==> config.mk <==
export PLATFORM = sky130hd
export DESIGN_NAME = core_top
export DESIGN_NICKNAME = d
export VERILOG_FILES = /design/src/hw/core_pkg.sv /design/src/hw/fetch_unit.sv /design/src/hw/instr_decoder.sv /design/src/hw/register_file.sv /design/src/hw/pipe_reg.sv /design/src/hw/execute_unit.sv /design/src/hw/hazard_unit.sv /design/src/hw/mem_access.sv /design/src/hw/core_top.sv
export VERILOG_INCLUDE_DIRS = /design/src /design/src/hw
export SDC_FILE = /design/constraint.sdc
export NUM_CORES = 2
export LEC_CHECK = 0
export BUFFER_PORTS_ARGS = -buffer_cell sky130_fd_sc_hd__buf_2
export CORE_ASPECT_RATIO = 0.9
export CORE_MARGIN = 3
export CORE_UTILIZATION = 47
export DETAILED_ROUTE_END_ITERATION = 6
export PLACE_DENSITY = 0.65
export SYNTH_ARGS = -nofsm -noshare
export SYNTH_HDL_FRONTEND = slang
export SYNTH_SLANG_ARGS = --single-unit
==> constraint.sdc <==
create_clock -name i_clk -period 5.27 [get_ports i_clk]
set_clock_uncertainty 0.15 [all_clocks]
set_input_delay 0.7905 -clock i_clk [delete_from_list [all_inputs] [get_ports i_clk]]
set_output_delay 0.7905 -clock i_clk [all_outputs]
set_load 0.01 [all_outputs]
==> src/hw/core_defines.svh <==
`ifndef CORE_DEFINES_SVH
`define CORE_DEFINES_SVH

// Data path and address width
`define CORE_XLEN 32

`define CORE_INST_W 32

// Architectural register file
`define CORE_NUM_REGS 32
`define CORE_REG_ADDR_W 5

// First fetch address after reset
`define CORE_RESET_PC 32'h0000_0000

// PC increment, one word, at full data width
`define CORE_PC_STEP {{(`CORE_XLEN-3){1'b0}}, 3'b100}

`endif

==> src/hw/core_pkg.sv <==
`default_nettype none

`include "core_defines.svh"

package core_pkg;

  typedef enum logic [2:0] {
    ALU_ADD,
    ALU_SUB,
    ALU_AND,
    ALU_OR,
    ALU_XOR,
    ALU_SLT,
    ALU_PASS_B
  } alu_op_t;

  typedef enum logic {
    ALU_A_RS1,
    ALU_A_PC
  } alu_a_sel_t;

  typedef enum logic {
    ALU_B_RS2,
    ALU_B_IMM
  } alu_b_sel_t;

  typedef enum logic [1:0] {
    BR_NONE,
    BR_EQ,
    BR_NE,
    BR_JUMP
  } br_op_t;

  typedef enum logic [1:0] {
    WB_ALU,
    WB_LOAD,
    WB_PC4
  } wb_sel_t;

  // Operand source for the EX stage
  typedef enum logic [1:0] {
    FWD_NONE,
    FWD_MEM,
    FWD_WB
  } fwd_src_t;

  typedef struct packed {
    alu_op_t                     alu_op;
    alu_a_sel_t                  alu_a_sel;
    alu_b_sel_t                  alu_b_sel;
    br_op_t                      br_op;
    wb_sel_t                     wb_sel;
    logic                        reg_we;
    logic                        load;
    logic                        store;
    logic [`CORE_REG_ADDR_W-1:0] rd;
    logic [`CORE_REG_ADDR_W-1:0] rs1;
    logic [`CORE_REG_ADDR_W-1:0] rs2;
  } ctrl_t;

  typedef struct packed {
    logic [`CORE_XLEN-1:0]   pc;
    logic [`CORE_INST_W-1:0] inst;
  } if_id_t;

  typedef struct packed {
    ctrl_t                 ctrl;
    logic [`CORE_XLEN-1:0] rs1_val;
    logic [`CORE_XLEN-1:0] rs2_val;
    logic [`CORE_XLEN-1:0] imm;
    logic [`CORE_XLEN-1:0] pc;
  } id_ex_t;

  typedef struct packed {
    logic [`CORE_XLEN-1:0]       alu_result;
    logic [`CORE_XLEN-1:0]       store_data;
    logic [`CORE_XLEN-1:0]       pc4;
    wb_sel_t                     wb_sel;
    logic                        reg_we;
    logic                        load;
    logic                        store;
    logic [`CORE_REG_ADDR_W-1:0] rd;
  } ex_mem_t;

  typedef struct packed {
    logic [`CORE_XLEN-1:0]       result;
    logic                        reg_we;
    logic [`CORE_REG_ADDR_W-1:0] rd;
  } mem_wb_t;

endpackage

`default_nettype wire

==> src/hw/fetch_unit.sv <==
`timescale 1ns/1ps
`default_nettype none

`include "core_defines.svh"

module fetch_unit (
  input  wire logic                  i_clk,
  input  wire logic                  i_rst_n,
  input  wire logic                  i_stall,
  input  wire logic                  i_redirect,
  input  wire logic [`CORE_XLEN-1:0] i_target,
  output logic      [`CORE_XLEN-1:0] o_pc
);

  // A redirect from EX takes priority over a load-use hold
  always_ff @(posedge i_clk) begin
    if (!i_rst_n) begin
      o_pc <= `CORE_RESET_PC;
    end else if (i_redirect) begin
      o_pc <= i_target;
    end else if (!i_stall) begin
      o_pc <= o_pc + `CORE_PC_STEP;
    end
  end

endmodule

`default_nettype wire

==> src/hw/instr_decoder.sv <==
`timescale 1ns/1ps
`default_nettype none

`include "core_defines.svh"

module instr_decoder
  import core_pkg::*;
(
  input  wire logic [`CORE_INST_W-1:0] i_inst,
  output ctrl_t                        o_ctrl,
  output logic      [`CORE_XLEN-1:0]   o_imm
);

  localparam logic [6:0] OPC_LUI    = 7'b0110111;
  localparam logic [6:0] OPC_OP_IMM = 7'b0010011;
  localparam logic [6:0] OPC_OP     = 7'b0110011;
  localparam logic [6:0] OPC_LOAD   = 7'b0000011;
  localparam logic [6:0] OPC_STORE  = 7'b0100011;
  localparam logic [6:0] OPC_BRANCH = 7'b1100011;
  localparam logic [6:0] OPC_JAL    = 7'b1101111;

  logic [6:0] opcode;
  logic [2:0] funct3;
  logic [6:0] funct7;

  assign opcode = i_inst[6:0];
  assign funct3 = i_inst[14:12];
  assign funct7 = i_inst[31:25];

  always_comb begin
    // Anything not matched below stays a no-op
    o_ctrl = '0;
    o_imm  = '0;
    case (opcode)
      OPC_LUI: begin
        o_ctrl.alu_op    = ALU_PASS_B;
        o_ctrl.alu_b_sel = ALU_B_IMM;
        o_ctrl.reg_we    = 1'b1;
        o_ctrl.rd        = i_inst[11:7];
        o_imm            = {i_inst[31:12], 12'b0};
      end
      OPC_OP_IMM: begin
        if (funct3 == 3'b000) begin
          o_ctrl.alu_b_sel = ALU_B_IMM;
          o_ctrl.reg_we    = 1'b1;
          o_ctrl.rd        = i_inst[11:7];
          o_ctrl.rs1       = i_inst[19:15];
          o_imm            = {{20{i_inst[31]}}, i_inst[31:20]};
        end
      end
      OPC_OP: begin
        o_ctrl.reg_we = 1'b1;
        o_ctrl.rd     = i_inst[11:7];
        o_ctrl.rs1    = i_inst[19:15];
        o_ctrl.rs2    = i_inst[24:20];
        case ({funct7, funct3})
          {7'b0000000, 3'b000}: o_ctrl.alu_op = ALU_ADD;
          {7'b0100000, 3'b000}: o_ctrl.alu_op = ALU_SUB;
          {7'b0000000, 3'b111}: o_ctrl.alu_op = ALU_AND;
          {7'b0000000, 3'b110}: o_ctrl.alu_op = ALU_OR;
          {7'b0000000, 3'b100}: o_ctrl.alu_op = ALU_XOR;
          {7'b0000000, 3'b010}: o_ctrl.alu_op = ALU_SLT;
          default:              o_ctrl = '0;
        endcase
      end
      OPC_LOAD: begin
        if (funct3 == 3'b010) begin
          o_ctrl.alu_b_sel = ALU_B_IMM;
          o_ctrl.wb_sel    = WB_LOAD;
          o_ctrl.reg_we    = 1'b1;
          o_ctrl.load      = 1'b1;
          o_ctrl.rd        = i_inst[11:7];
          o_ctrl.rs1       = i_inst[19:15];
          o_imm            = {{20{i_inst[31]}}, i_inst[31:20]};
        end
      end
      OPC_STORE: begin
        if (funct3 == 3'b010) begin
          o_ctrl.alu_b_sel = ALU_B_IMM;
          o_ctrl.store     = 1'b1;
          o_ctrl.rs1       = i_inst[19:15];
          o_ctrl.rs2       = i_inst[24:20];
          o_imm            = {{20{i_inst[31]}}, i_inst[31:25], i_inst[11:7]};
        end
      end
      OPC_BRANCH: begin
        // ALU forms the target, the compare runs on rs1 and rs2
        if (funct3 == 3'b000 || funct3 == 3'b001) begin
          o_ctrl.br_op     = (funct3 == 3'b000) ? BR_EQ : BR_NE;
          o_ctrl.alu_a_sel = ALU_A_PC;
          o_ctrl.alu_b_sel = ALU_B_IMM;
          o_ctrl.rs1       = i_inst[19:15];
          o_ctrl.rs2       = i_inst[24:20];
          o_imm = {{19{i_inst[31]}}, i_inst[31], i_inst[7], i_inst[30:25],
                   i_inst[11:8], 1'b0};
        end
      end
      OPC_JAL: begin
        o_ctrl.br_op     = BR_JUMP;
        o_ctrl.alu_a_sel = ALU_A_PC;
        o_ctrl.alu_b_sel = ALU_B_IMM;
        o_ctrl.wb_sel    = WB_PC4;
        o_ctrl.reg_we    = 1'b1;
        o_ctrl.rd        = i_inst[11:7];
        o_imm = {{11{i_inst[31]}}, i_inst[31], i_inst[19:12], i_inst[20],
                 i_inst[30:21], 1'b0};
      end
      default: begin
        o_ctrl = '0;
      end
    endcase
  end

endmodule

`default_nettype wire

==> src/hw/register_file.sv <==
`timescale 1ns/1ps
`default_nettype none

`include "core_defines.svh"

module register_file (
  input  wire logic                        i_clk,
  input  wire logic                        i_rst_n,
  input  wire logic                        i_we,
  input  wire logic [`CORE_REG_ADDR_W-1:0] i_waddr,
  input  wire logic [`CORE_REG_ADDR_W-1:0] i_rs1_addr,
  input  wire logic [`CORE_REG_ADDR_W-1:0] i_rs2_addr,
  input  wire logic [`CORE_XLEN-1:0]       i_wdata,
  output logic      [`CORE_XLEN-1:0]       o_rs1,
  output logic      [`CORE_XLEN-1:0]       o_rs2
);

  logic [`CORE_XLEN-1:0] regs [`CORE_NUM_REGS];

  // Entry 0 is never written
  always_ff @(posedge i_clk) begin
    if (!i_rst_n) begin
      for (int i = 0; i < `CORE_NUM_REGS; i++) begin
        regs[i] <= '0;
      end
    end else if (i_we && i_waddr != '0) begin
      regs[i_waddr] <= i_wdata;
    end
  end

  // Bypass so ID sees the value WB writes in the same cycle
  function automatic logic [`CORE_XLEN-1:0] read_reg(
    input logic [`CORE_REG_ADDR_W-1:0] addr
  );
    if (addr == '0) begin
      return '0;
    end
    if (i_we && addr == i_waddr) begin
      return i_wdata;
    end
    return regs[addr];
  endfunction

  always_comb begin
    o_rs1 = read_reg(i_rs1_addr);
    o_rs2 = read_reg(i_rs2_addr);
  end

  a_x0_zero: assert property (@(posedge i_clk) disable iff (!i_rst_n) regs[0] == '0)
    else $error("register x0 holds %h", regs[0]);

endmodule

`default_nettype wire

==> src/hw/pipe_reg.sv <==
`timescale 1ns/1ps
`default_nettype none

module pipe_reg #(
  parameter type T = logic
) (
  input  wire logic i_clk,
  input  wire logic i_rst_n,
  input  wire logic i_stall,
  input  wire logic i_flush,
  input  wire logic i_valid,
  input  wire T     i_data,
  output logic      o_valid,
  output T          o_data
);

  always_ff @(posedge i_clk) begin
    if (!i_rst_n || i_flush) begin
      o_valid <= 1'b0;
    end else if (!i_stall) begin
      o_valid <= i_valid;
    end
  end

  // Payload follows i_data unless stalled
  always_ff @(posedge i_clk) begin
    if (!i_stall) begin
      o_data <= i_data;
    end
  end

  a_no_stall_flush: assert property (
    @(posedge i_clk) disable iff (!i_rst_n) !(i_stall && i_flush)
  ) else $error("stage register stalled and flushed together");

endmodule

`default_nettype wire

==> src/hw/execute_unit.sv <==
`timescale 1ns/1ps
`default_nettype none

`include "core_defines.svh"

module execute_unit
  import core_pkg::*;
(
  input  wire logic                  i_valid,
  input  wire id_ex_t                i_data,
  input  wire fwd_src_t              i_fwd_a,
  input  wire fwd_src_t              i_fwd_b,
  input  wire logic [`CORE_XLEN-1:0] i_mem_result,
  input  wire logic [`CORE_XLEN-1:0] i_wb_result,
  output ex_mem_t                    o_data,
  output logic                       o_redirect,
  output logic      [`CORE_XLEN-1:0] o_target
);

  logic [`CORE_XLEN-1:0] rs1_fwd;
  logic [`CORE_XLEN-1:0] rs2_fwd;
  logic [`CORE_XLEN-1:0] alu_a;
  logic [`CORE_XLEN-1:0] alu_b;
  logic [`CORE_XLEN-1:0] alu_result;
  logic                  taken;

  function automatic logic [`CORE_XLEN-1:0] pick(
    input fwd_src_t              sel,
    input logic [`CORE_XLEN-1:0] reg_val
  );
    case (sel)
      FWD_MEM: return i_mem_result;
      FWD_WB:  return i_wb_result;
      default: return reg_val;
    endcase
  endfunction

  always_comb begin
    rs1_fwd = pick(i_fwd_a, i_data.rs1_val);
    rs2_fwd = pick(i_fwd_b, i_data.rs2_val);
    alu_a   = (i_data.ctrl.alu_a_sel == ALU_A_PC) ? i_data.pc : rs1_fwd;
    alu_b   = (i_data.ctrl.alu_b_sel == ALU_B_IMM) ? i_data.imm : rs2_fwd;

    alu_result = '0;
    case (i_data.ctrl.alu_op)
      ALU_SUB:    alu_result = alu_a - alu_b;
      ALU_AND:    alu_result = alu_a & alu_b;
      ALU_OR:     alu_result = alu_a | alu_b;
      ALU_XOR:    alu_result = alu_a ^ alu_b;
      ALU_SLT:    alu_result[0] = $signed(alu_a) < $signed(alu_b);
      ALU_PASS_B: alu_result = alu_b;
      default:    alu_result = alu_a + alu_b;
    endcase

    case (i_data.ctrl.br_op)
      BR_EQ:   taken = (rs1_fwd == rs2_fwd);
      BR_NE:   taken = (rs1_fwd != rs2_fwd);
      BR_JUMP: taken = 1'b1;
      default: taken = 1'b0;
    endcase
  end

  // Branches and JAL use the ALU as the PC plus offset adder
  assign o_redirect = i_valid && taken;
  assign o_target   = alu_result;

  always_comb begin
    o_data.alu_result = alu_result;
    o_data.store_data = rs2_fwd;
    o_data.pc4        = i_data.pc + `CORE_PC_STEP;
    o_data.wb_sel     = i_data.ctrl.wb_sel;
    o_data.reg_we     = i_data.ctrl.reg_we;
    o_data.load       = i_data.ctrl.load;
    o_data.store      = i_data.ctrl.store;
    o_data.rd         = i_data.ctrl.rd;
  end

endmodule

`default_nettype wire

==> src/hw/hazard_unit.sv <==
`timescale 1ns/1ps
`default_nettype none

`include "core_defines.svh"

module hazard_unit
  import core_pkg::*;
(
  input  wire logic [`CORE_REG_ADDR_W-1:0] i_id_rs1,
  input  wire logic [`CORE_REG_ADDR_W-1:0] i_id_rs2,
  input  wire logic [`CORE_REG_ADDR_W-1:0] i_ex_rs1,
  input  wire logic [`CORE_REG_ADDR_W-1:0] i_ex_rs2,
  input  wire logic [`CORE_REG_ADDR_W-1:0] i_ex_rd,
  input  wire logic [`CORE_REG_ADDR_W-1:0] i_mem_rd,
  input  wire logic [`CORE_REG_ADDR_W-1:0] i_wb_rd,
  input  wire logic                        i_ex_load,
  input  wire logic                        i_ex_valid,
  input  wire logic                        i_mem_we,
  input  wire logic                        i_mem_valid,
  input  wire logic                        i_wb_we,
  input  wire logic                        i_wb_valid,
  input  wire logic                        i_redirect,
  output fwd_src_t                         o_fwd_a,
  output fwd_src_t                         o_fwd_b,
  output logic                             o_stall,
  output logic                             o_bubble,
  output logic                             o_flush
);

  logic load_use;

  // Youngest producer wins
  function automatic fwd_src_t fwd_sel(input logic [`CORE_REG_ADDR_W-1:0] rs);
    if (rs == '0) begin
      return FWD_NONE;
    end
    if (i_mem_valid && i_mem_we && rs == i_mem_rd) begin
      return FWD_MEM;
    end
    if (i_wb_valid && i_wb_we && rs == i_wb_rd) begin
      return FWD_WB;
    end
    return FWD_NONE;
  endfunction

  always_comb begin
    o_fwd_a = fwd_sel(i_ex_rs1);
    o_fwd_b = fwd_sel(i_ex_rs2);
  end

  // Load data only exists in MEM, so the consumer waits one cycle in ID
  assign load_use = i_ex_valid && i_ex_load && i_ex_rd != '0 &&
                    (i_ex_rd == i_id_rs1 || i_ex_rd == i_id_rs2);

  assign o_stall  = load_use;
  assign o_bubble = load_use;
  assign o_flush  = i_redirect;

  // A load in EX is never a branch, so hold and redirect cannot meet
  always_comb begin
    if (o_stall) begin
      assert final (!i_redirect)
        else $error("load-use stall during a redirect");
    end
  end

endmodule

`default_nettype wire

==> src/hw/mem_access.sv <==
`timescale 1ns/1ps
`default_nettype none

`include "core_defines.svh"

module mem_access
  import core_pkg::*;
(
  input  wire logic                  i_valid,
  input  wire ex_mem_t               i_data,
  input  wire logic [`CORE_XLEN-1:0] i_dmem_rdata,
  output logic      [`CORE_XLEN-1:0] o_dmem_addr,
  output logic      [`CORE_XLEN-1:0] o_dmem_wdata,
  output logic                       o_dmem_we,
  output logic      [`CORE_XLEN-1:0] o_result,
  output mem_wb_t                    o_wb_data
);

  assign o_dmem_addr  = i_data.alu_result;
  assign o_dmem_wdata = i_data.store_data;
  assign o_dmem_we    = i_valid && i_data.store;

  // Also the MEM forwarding value, load data included
  always_comb begin
    case (i_data.wb_sel)
      WB_LOAD: o_result = i_dmem_rdata;
      WB_PC4:  o_result = i_data.pc4;
      default: o_result = i_data.alu_result;
    endcase
  end

  always_comb begin
    o_wb_data.result = o_result;
    o_wb_data.reg_we = i_data.reg_we;
    o_wb_data.rd     = i_data.rd;
  end

  // Word accesses only
  always_comb begin
    if (i_valid && (i_data.load || i_data.store)) begin
      assert final (i_data.alu_result[1:0] == 2'b00)
        else $error("misaligned data access at %h", i_data.alu_result);
    end
  end

endmodule

`default_nettype wire

==> src/hw/core_top.sv <==
`timescale 1ns/1ps
`default_nettype none

`include "core_defines.svh"

module core_top
  import core_pkg::*;
(
  input  wire logic                   i_clk,
  input  wire logic                   i_rst_n,
  output logic      [`CORE_XLEN-1:0]   o_imem_addr,
  input  wire logic [`CORE_INST_W-1:0] i_imem_rdata,
  output logic      [`CORE_XLEN-1:0]   o_dmem_addr,
  output logic      [`CORE_XLEN-1:0]   o_dmem_wdata,
  output logic                         o_dmem_we,
  input  wire logic [`CORE_XLEN-1:0]   i_dmem_rdata
);

  logic [`CORE_XLEN-1:0] if_pc;
  if_id_t                if_data;
  logic                  id_valid;
  if_id_t                id_data;
  ctrl_t                 id_ctrl;
  logic [`CORE_XLEN-1:0] id_imm;
  logic [`CORE_XLEN-1:0] id_rs1_val;
  logic [`CORE_XLEN-1:0] id_rs2_val;
  id_ex_t                id_ex_in;
  logic                  ex_valid;
  id_ex_t                ex_data;
  ex_mem_t               ex_out;
  logic                  ex_redirect;
  logic [`CORE_XLEN-1:0] ex_target;
  logic                  mem_valid;
  ex_mem_t               mem_data;
  logic [`CORE_XLEN-1:0] mem_result;
  mem_wb_t               mem_wb_in;
  logic                  wb_valid;
  mem_wb_t               wb_data;
  fwd_src_t              fwd_a;
  fwd_src_t              fwd_b;
  logic                  hz_stall;
  logic                  hz_bubble;
  logic                  hz_flush;

  assign o_imem_addr = if_pc;
  assign if_data     = '{pc: if_pc, inst: i_imem_rdata};
  assign id_ex_in    = '{ctrl: id_ctrl, rs1_val: id_rs1_val, rs2_val: id_rs2_val,
                         imm: id_imm, pc: id_data.pc};

  fetch_unit fetch0 (
    .i_clk      (i_clk),
    .i_rst_n    (i_rst_n),
    .i_stall    (hz_stall),
    .i_redirect (ex_redirect),
    .i_target   (ex_target),
    .o_pc       (if_pc)
  );

  pipe_reg #(.T(if_id_t)) if_id (
    .i_clk   (i_clk),
    .i_rst_n (i_rst_n),
    .i_stall (hz_stall),
    .i_flush (hz_flush),
    .i_valid (1'b1),
    .i_data  (if_data),
    .o_valid (id_valid),
    .o_data  (id_data)
  );

  instr_decoder dec0 (
    .i_inst (id_data.inst),
    .o_ctrl (id_ctrl),
    .o_imm  (id_imm)
  );

  // Written from WB, read in ID
  register_file rf0 (
    .i_clk      (i_clk),
    .i_rst_n    (i_rst_n),
    .i_we       (wb_valid && wb_data.reg_we),
    .i_waddr    (wb_data.rd),
    .i_rs1_addr (id_ctrl.rs1),
    .i_rs2_addr (id_ctrl.rs2),
    .i_wdata    (wb_data.result),
    .o_rs1      (id_rs1_val),
    .o_rs2      (id_rs2_val)
  );

  pipe_reg #(.T(id_ex_t)) id_ex (
    .i_clk   (i_clk),
    .i_rst_n (i_rst_n),
    .i_stall (1'b0),
    .i_flush (hz_bubble || hz_flush),
    .i_valid (id_valid),
    .i_data  (id_ex_in),
    .o_valid (ex_valid),
    .o_data  (ex_data)
  );

  execute_unit ex0 (
    .i_valid      (ex_valid),
    .i_data       (ex_data),
    .i_fwd_a      (fwd_a),
    .i_fwd_b      (fwd_b),
    .i_mem_result (mem_result),
    .i_wb_result  (wb_data.result),
    .o_data       (ex_out),
    .o_redirect   (ex_redirect),
    .o_target     (ex_target)
  );

  pipe_reg #(.T(ex_mem_t)) ex_mem (
    .i_clk   (i_clk),
    .i_rst_n (i_rst_n),
    .i_stall (1'b0),
    .i_flush (1'b0),
    .i_valid (ex_valid),
    .i_data  (ex_out),
    .o_valid (mem_valid),
    .o_data  (mem_data)
  );

  mem_access mem0 (
    .i_valid      (mem_valid),
    .i_data       (mem_data),
    .i_dmem_rdata (i_dmem_rdata),
    .o_dmem_addr  (o_dmem_addr),
    .o_dmem_wdata (o_dmem_wdata),
    .o_dmem_we    (o_dmem_we),
    .o_result     (mem_result),
    .o_wb_data    (mem_wb_in)
  );

  pipe_reg #(.T(mem_wb_t)) mem_wb (
    .i_clk   (i_clk),
    .i_rst_n (i_rst_n),
    .i_stall (1'b0),
    .i_flush (1'b0),
    .i_valid (mem_valid),
    .i_data  (mem_wb_in),
    .o_valid (wb_valid),
    .o_data  (wb_data)
  );

  hazard_unit hz0 (
    .i_id_rs1    (id_ctrl.rs1),
    .i_id_rs2    (id_ctrl.rs2),
    .i_ex_rs1    (ex_data.ctrl.rs1),
    .i_ex_rs2    (ex_data.ctrl.rs2),
    .i_ex_rd     (ex_data.ctrl.rd),
    .i_mem_rd    (mem_data.rd),
    .i_wb_rd     (wb_data.rd),
    .i_ex_load   (ex_data.ctrl.load),
    .i_ex_valid  (ex_valid),
    .i_mem_we    (mem_data.reg_we),
    .i_mem_valid (mem_valid),
    .i_wb_we     (wb_data.reg_we),
    .i_wb_valid  (wb_valid),
    .i_redirect  (ex_redirect),
    .o_fwd_a     (fwd_a),
    .o_fwd_b     (fwd_b),
    .o_stall     (hz_stall),
    .o_bubble    (hz_bubble),
    .o_flush     (hz_flush)
  );

endmodule

`default_nettype wire

==> flow_summary.ini <==
[clock_network]
clock-root-buffer = clkbuf_16
tritoncts = yes
cts.htree.levels = 4
cts_made_buffers = 153
clk-insertion-delay-late_ps = 820
cts_max_path_buffers = 3
clkSinkCount = 1422
clk_pin_slew_worst_paths_ps = 70

[routing]
routedWlPerCell_um = 30.9
routed_wl_um = 331000
drt_iter0_markers = 12300
dr_total_vias = 72100
vias_per_cell = 6.74
drtAntennaViolNets = 0
first_pass_iters = 7
drc = 4

[critical_path]
crit_type = flip-flop to flip-flop
crit_path_frequent_cell = buf_4
required_ps = 5820
cp-start-kind = flip-flop
critPathCaptureType = flip-flop
crit_fanout = 6
cpPeakStageDelay_ps = 370
cp_slowest_cell = a311oi_1
crit_arrival_ps = 6090

[sta]
worst_pin_slew_ps = 1340
holdWs_ps = 36.5
period_share_pct = 105
fmax_ghz = 0.180
rsz0062_at_grt = true
finalHoldViolations = 0
drv_slew = 0
fin_ws_ps = -278
finalSetupTns_ps = -2230
period_needed_ps = 5550
maxSlewHeadroom_pct = 10.3
setup_viol = 19

[global_route]
antenna_found_initial = 10
grt_pass1_wl_um = 473000
grt_pass1_vias = 67400
grtUsageTotal_pct = 37.8
overflow = 0
grt_max_degree = 141

[final_layout]
layout-area-overhead-vs-synth_pct = 17.6
final_cell_mix = nand2_1 (1,689), edfxtp_1 (1,088), nor3_1 (760)
layout.nets = 8526
final_core_util_pct = 56.0
num-fill-cells = 14200
final_common_cell = nand2_1
finish.instance_area_sq_um = 91400
drive_gt1_share_pct = 19.2
finalNonFillerCells = 10700

[synth]
synth_ff_type = edfxtp_1
synth-edff-count = 1088
synthCells = 8098
ys_types = 100
yosysSeqAreaShare_pct = 50.6
yosys_warnings = 0
ys_ff_latch = 1422
netlist_area_sq_um = 77700
postSynthAreaPerCell_sq_um = 9.60
async_reset_ff_share_pct = 0

[status]
status = finished, violations left
violations = design-rule violations, negative setup slack

[power_and_ir_drop]
switching_power_mw = 5.81
total_power_mw = 24.6
clockPowerShare_pct = 43.4
leakagePower_nw = 34.0
sw_frac_of_total_pct = 23.6
combPwrFrac_pct = 5.4
power.internal_mw = 18.8
seqPwrFrac_pct = 51.2
power_per_cell_area_nw_per_um2 = 269
ir_worst_vdd_mv = 0.286

[placement]
gp_congestion = 1.02
dp_hpwl_um = 213000
placed_area_sq_um = 84300
placed_cells = 10300
numPortBuffers = 162
post-place-ws_ps = -762

[floorplanning]
io_pins = 163
floorplan.die.height_um = 392
dieArea_sq_um = 170000
coreArea_sq_um = 163000
initial_core_util_pct = 47.6
die_w_um = 435
num_rows = 140

[flow_run]
maxCapViolCount = 0

[worst_hold_path]
worstHoldPathType = input port to flip-flop
[critical path, delay by kind of cell (launching register included)]
family | cells | cell delay (ps)
DFF | 1 | 330
adders and majority gates | 1 | 170
buffers and inverters | 32 | 3970
and+or+nand+nor | 1 | 50
AOI/OAI and AO/OA | 3 | 740
[Yosys cell counts, drive strengths merged, types with 76 or more instances]
| master | number | share of area (%) |
|---|---|---|
| and3 | 214 | 1.7 |
| o211ai | 77 | 0.75 |
| nand2 | 1703 | 8.2 |
| clkbuf | 706 | 3.4 |
| nor3 | 770 | 5.0 |
| buf | 206 | 1.5 |
| nor4 | 174 | 1.4 |
| o21ai | 156 | 1.0 |
| and2 | 172 | 1.4 |
| edfxtp | 1088 | 42 |
| a22oi | 97 | 0.94 |
| a21oi | 167 | 1.1 |
| nand3 | 421 | 2.7 |
| mux4 | 128 | 3.7 |
| a31oi | 137 | 1.1 |
| ha | 102 | 1.6 |
| dfxtp | 334 | 8.6 |
| nor2 | 178 | 0.87 |
| a311oi | 293 | 3.3 |
| xnor2 | 76 | 0.86 |
| inv | 221 | 1.1 |
[final cells by class]
cell class	count	area, sq um	share of cell area (%)
flip-flops and latches	1422	39400	43.1
multi-input cells	5570	35400	38.8
repair buffers	986	8050	8.81
clock buffers	213	4360	4.77
well taps	2201	2750	3.01
inverters	225	878	0.961
clock inverters	68	495	0.542
diodes	10	25.0	0.0274
[repair_timing]
item | 4_1_cts | 5_1_grt
gates cloned | 1 | 0
setup endpoints to repair | 41 | 46
buffers inserted | 51 | 34
hold buffers | 30 | 0
resized for setup | 127 | 164
endpoints found under the hold margin | 30 | 0
pin swaps | 50 | 90
[power by group through the flow]
stage                     clock network (mW)  logic (mW)  registers [mW]
after CTS                               10.7        1.26            12.6
after floorplan                            0       0.645            12.7
final                                   10.7        1.34            12.6
after detailed placement                   0        1.21            12.8
after global routing                    11.1        1.39            12.6
after global placement                     0        1.20            12.8
[layer usage]
metal | wire [um] | vias up | global-route usage (%) | share of wire, %
met4 | 18100 | 4 | 17.7 | 5.5
li1 | - | 30300 | - | -
met3 | 48400 | 903 | 11.0 | 15
met1 | 131000 | 35000 | 54.7 | 39
met5 | 30 | - | 0 | 0.0091
met2 | 134000 | 5834 | 51.8 | 40
[cell families after synthesis]
kind of cell               count (synthesis)  synth area share (%)
other                                      1               0.00483
buffers and inverters                   1137                  6.01
adders and majority gates                103                  1.66
AOI/OAI and AO/OA                       1329                  12.8
muxes                                    216                  4.94
xor gates and xnor gates                 124                  1.41
DFF                                     1422                  50.6
and+or+nand+nor                         3766                  22.5
[final timing paths]
check        slack [ps]  cells past startpoint                        from                          to
min                  40                      1            i_imem_rdata[28]  if_id.o_data[28]$_DFFE_PN_
min reg2reg         170                      0  if_id.o_data[53]$_DFFE_PN_    id_ex.o_data[21]$_DFF_P_
max                -280                     37    ex_mem.o_data[8]$_DFF_P_   ex_mem.o_data[44]$_DFF_P_
max reg2reg        -280                     37    ex_mem.o_data[8]$_DFF_P_   ex_mem.o_data[44]$_DFF_P_
[state kept, by name, summed over array words and instances, names as in the netlist]
signal,flops
if_id.o_valid,1
ex_mem.o_valid,1
mem_wb.o_data,38
fetch0.o_pc,32
mem_wb.o_valid,1
id_ex.o_valid,1
id_ex.o_data,155
ex_mem.o_data,105
if_id.o_data,64
rf0.regs,1024
No activity file was read; power rests on OpenSTA's default activity.
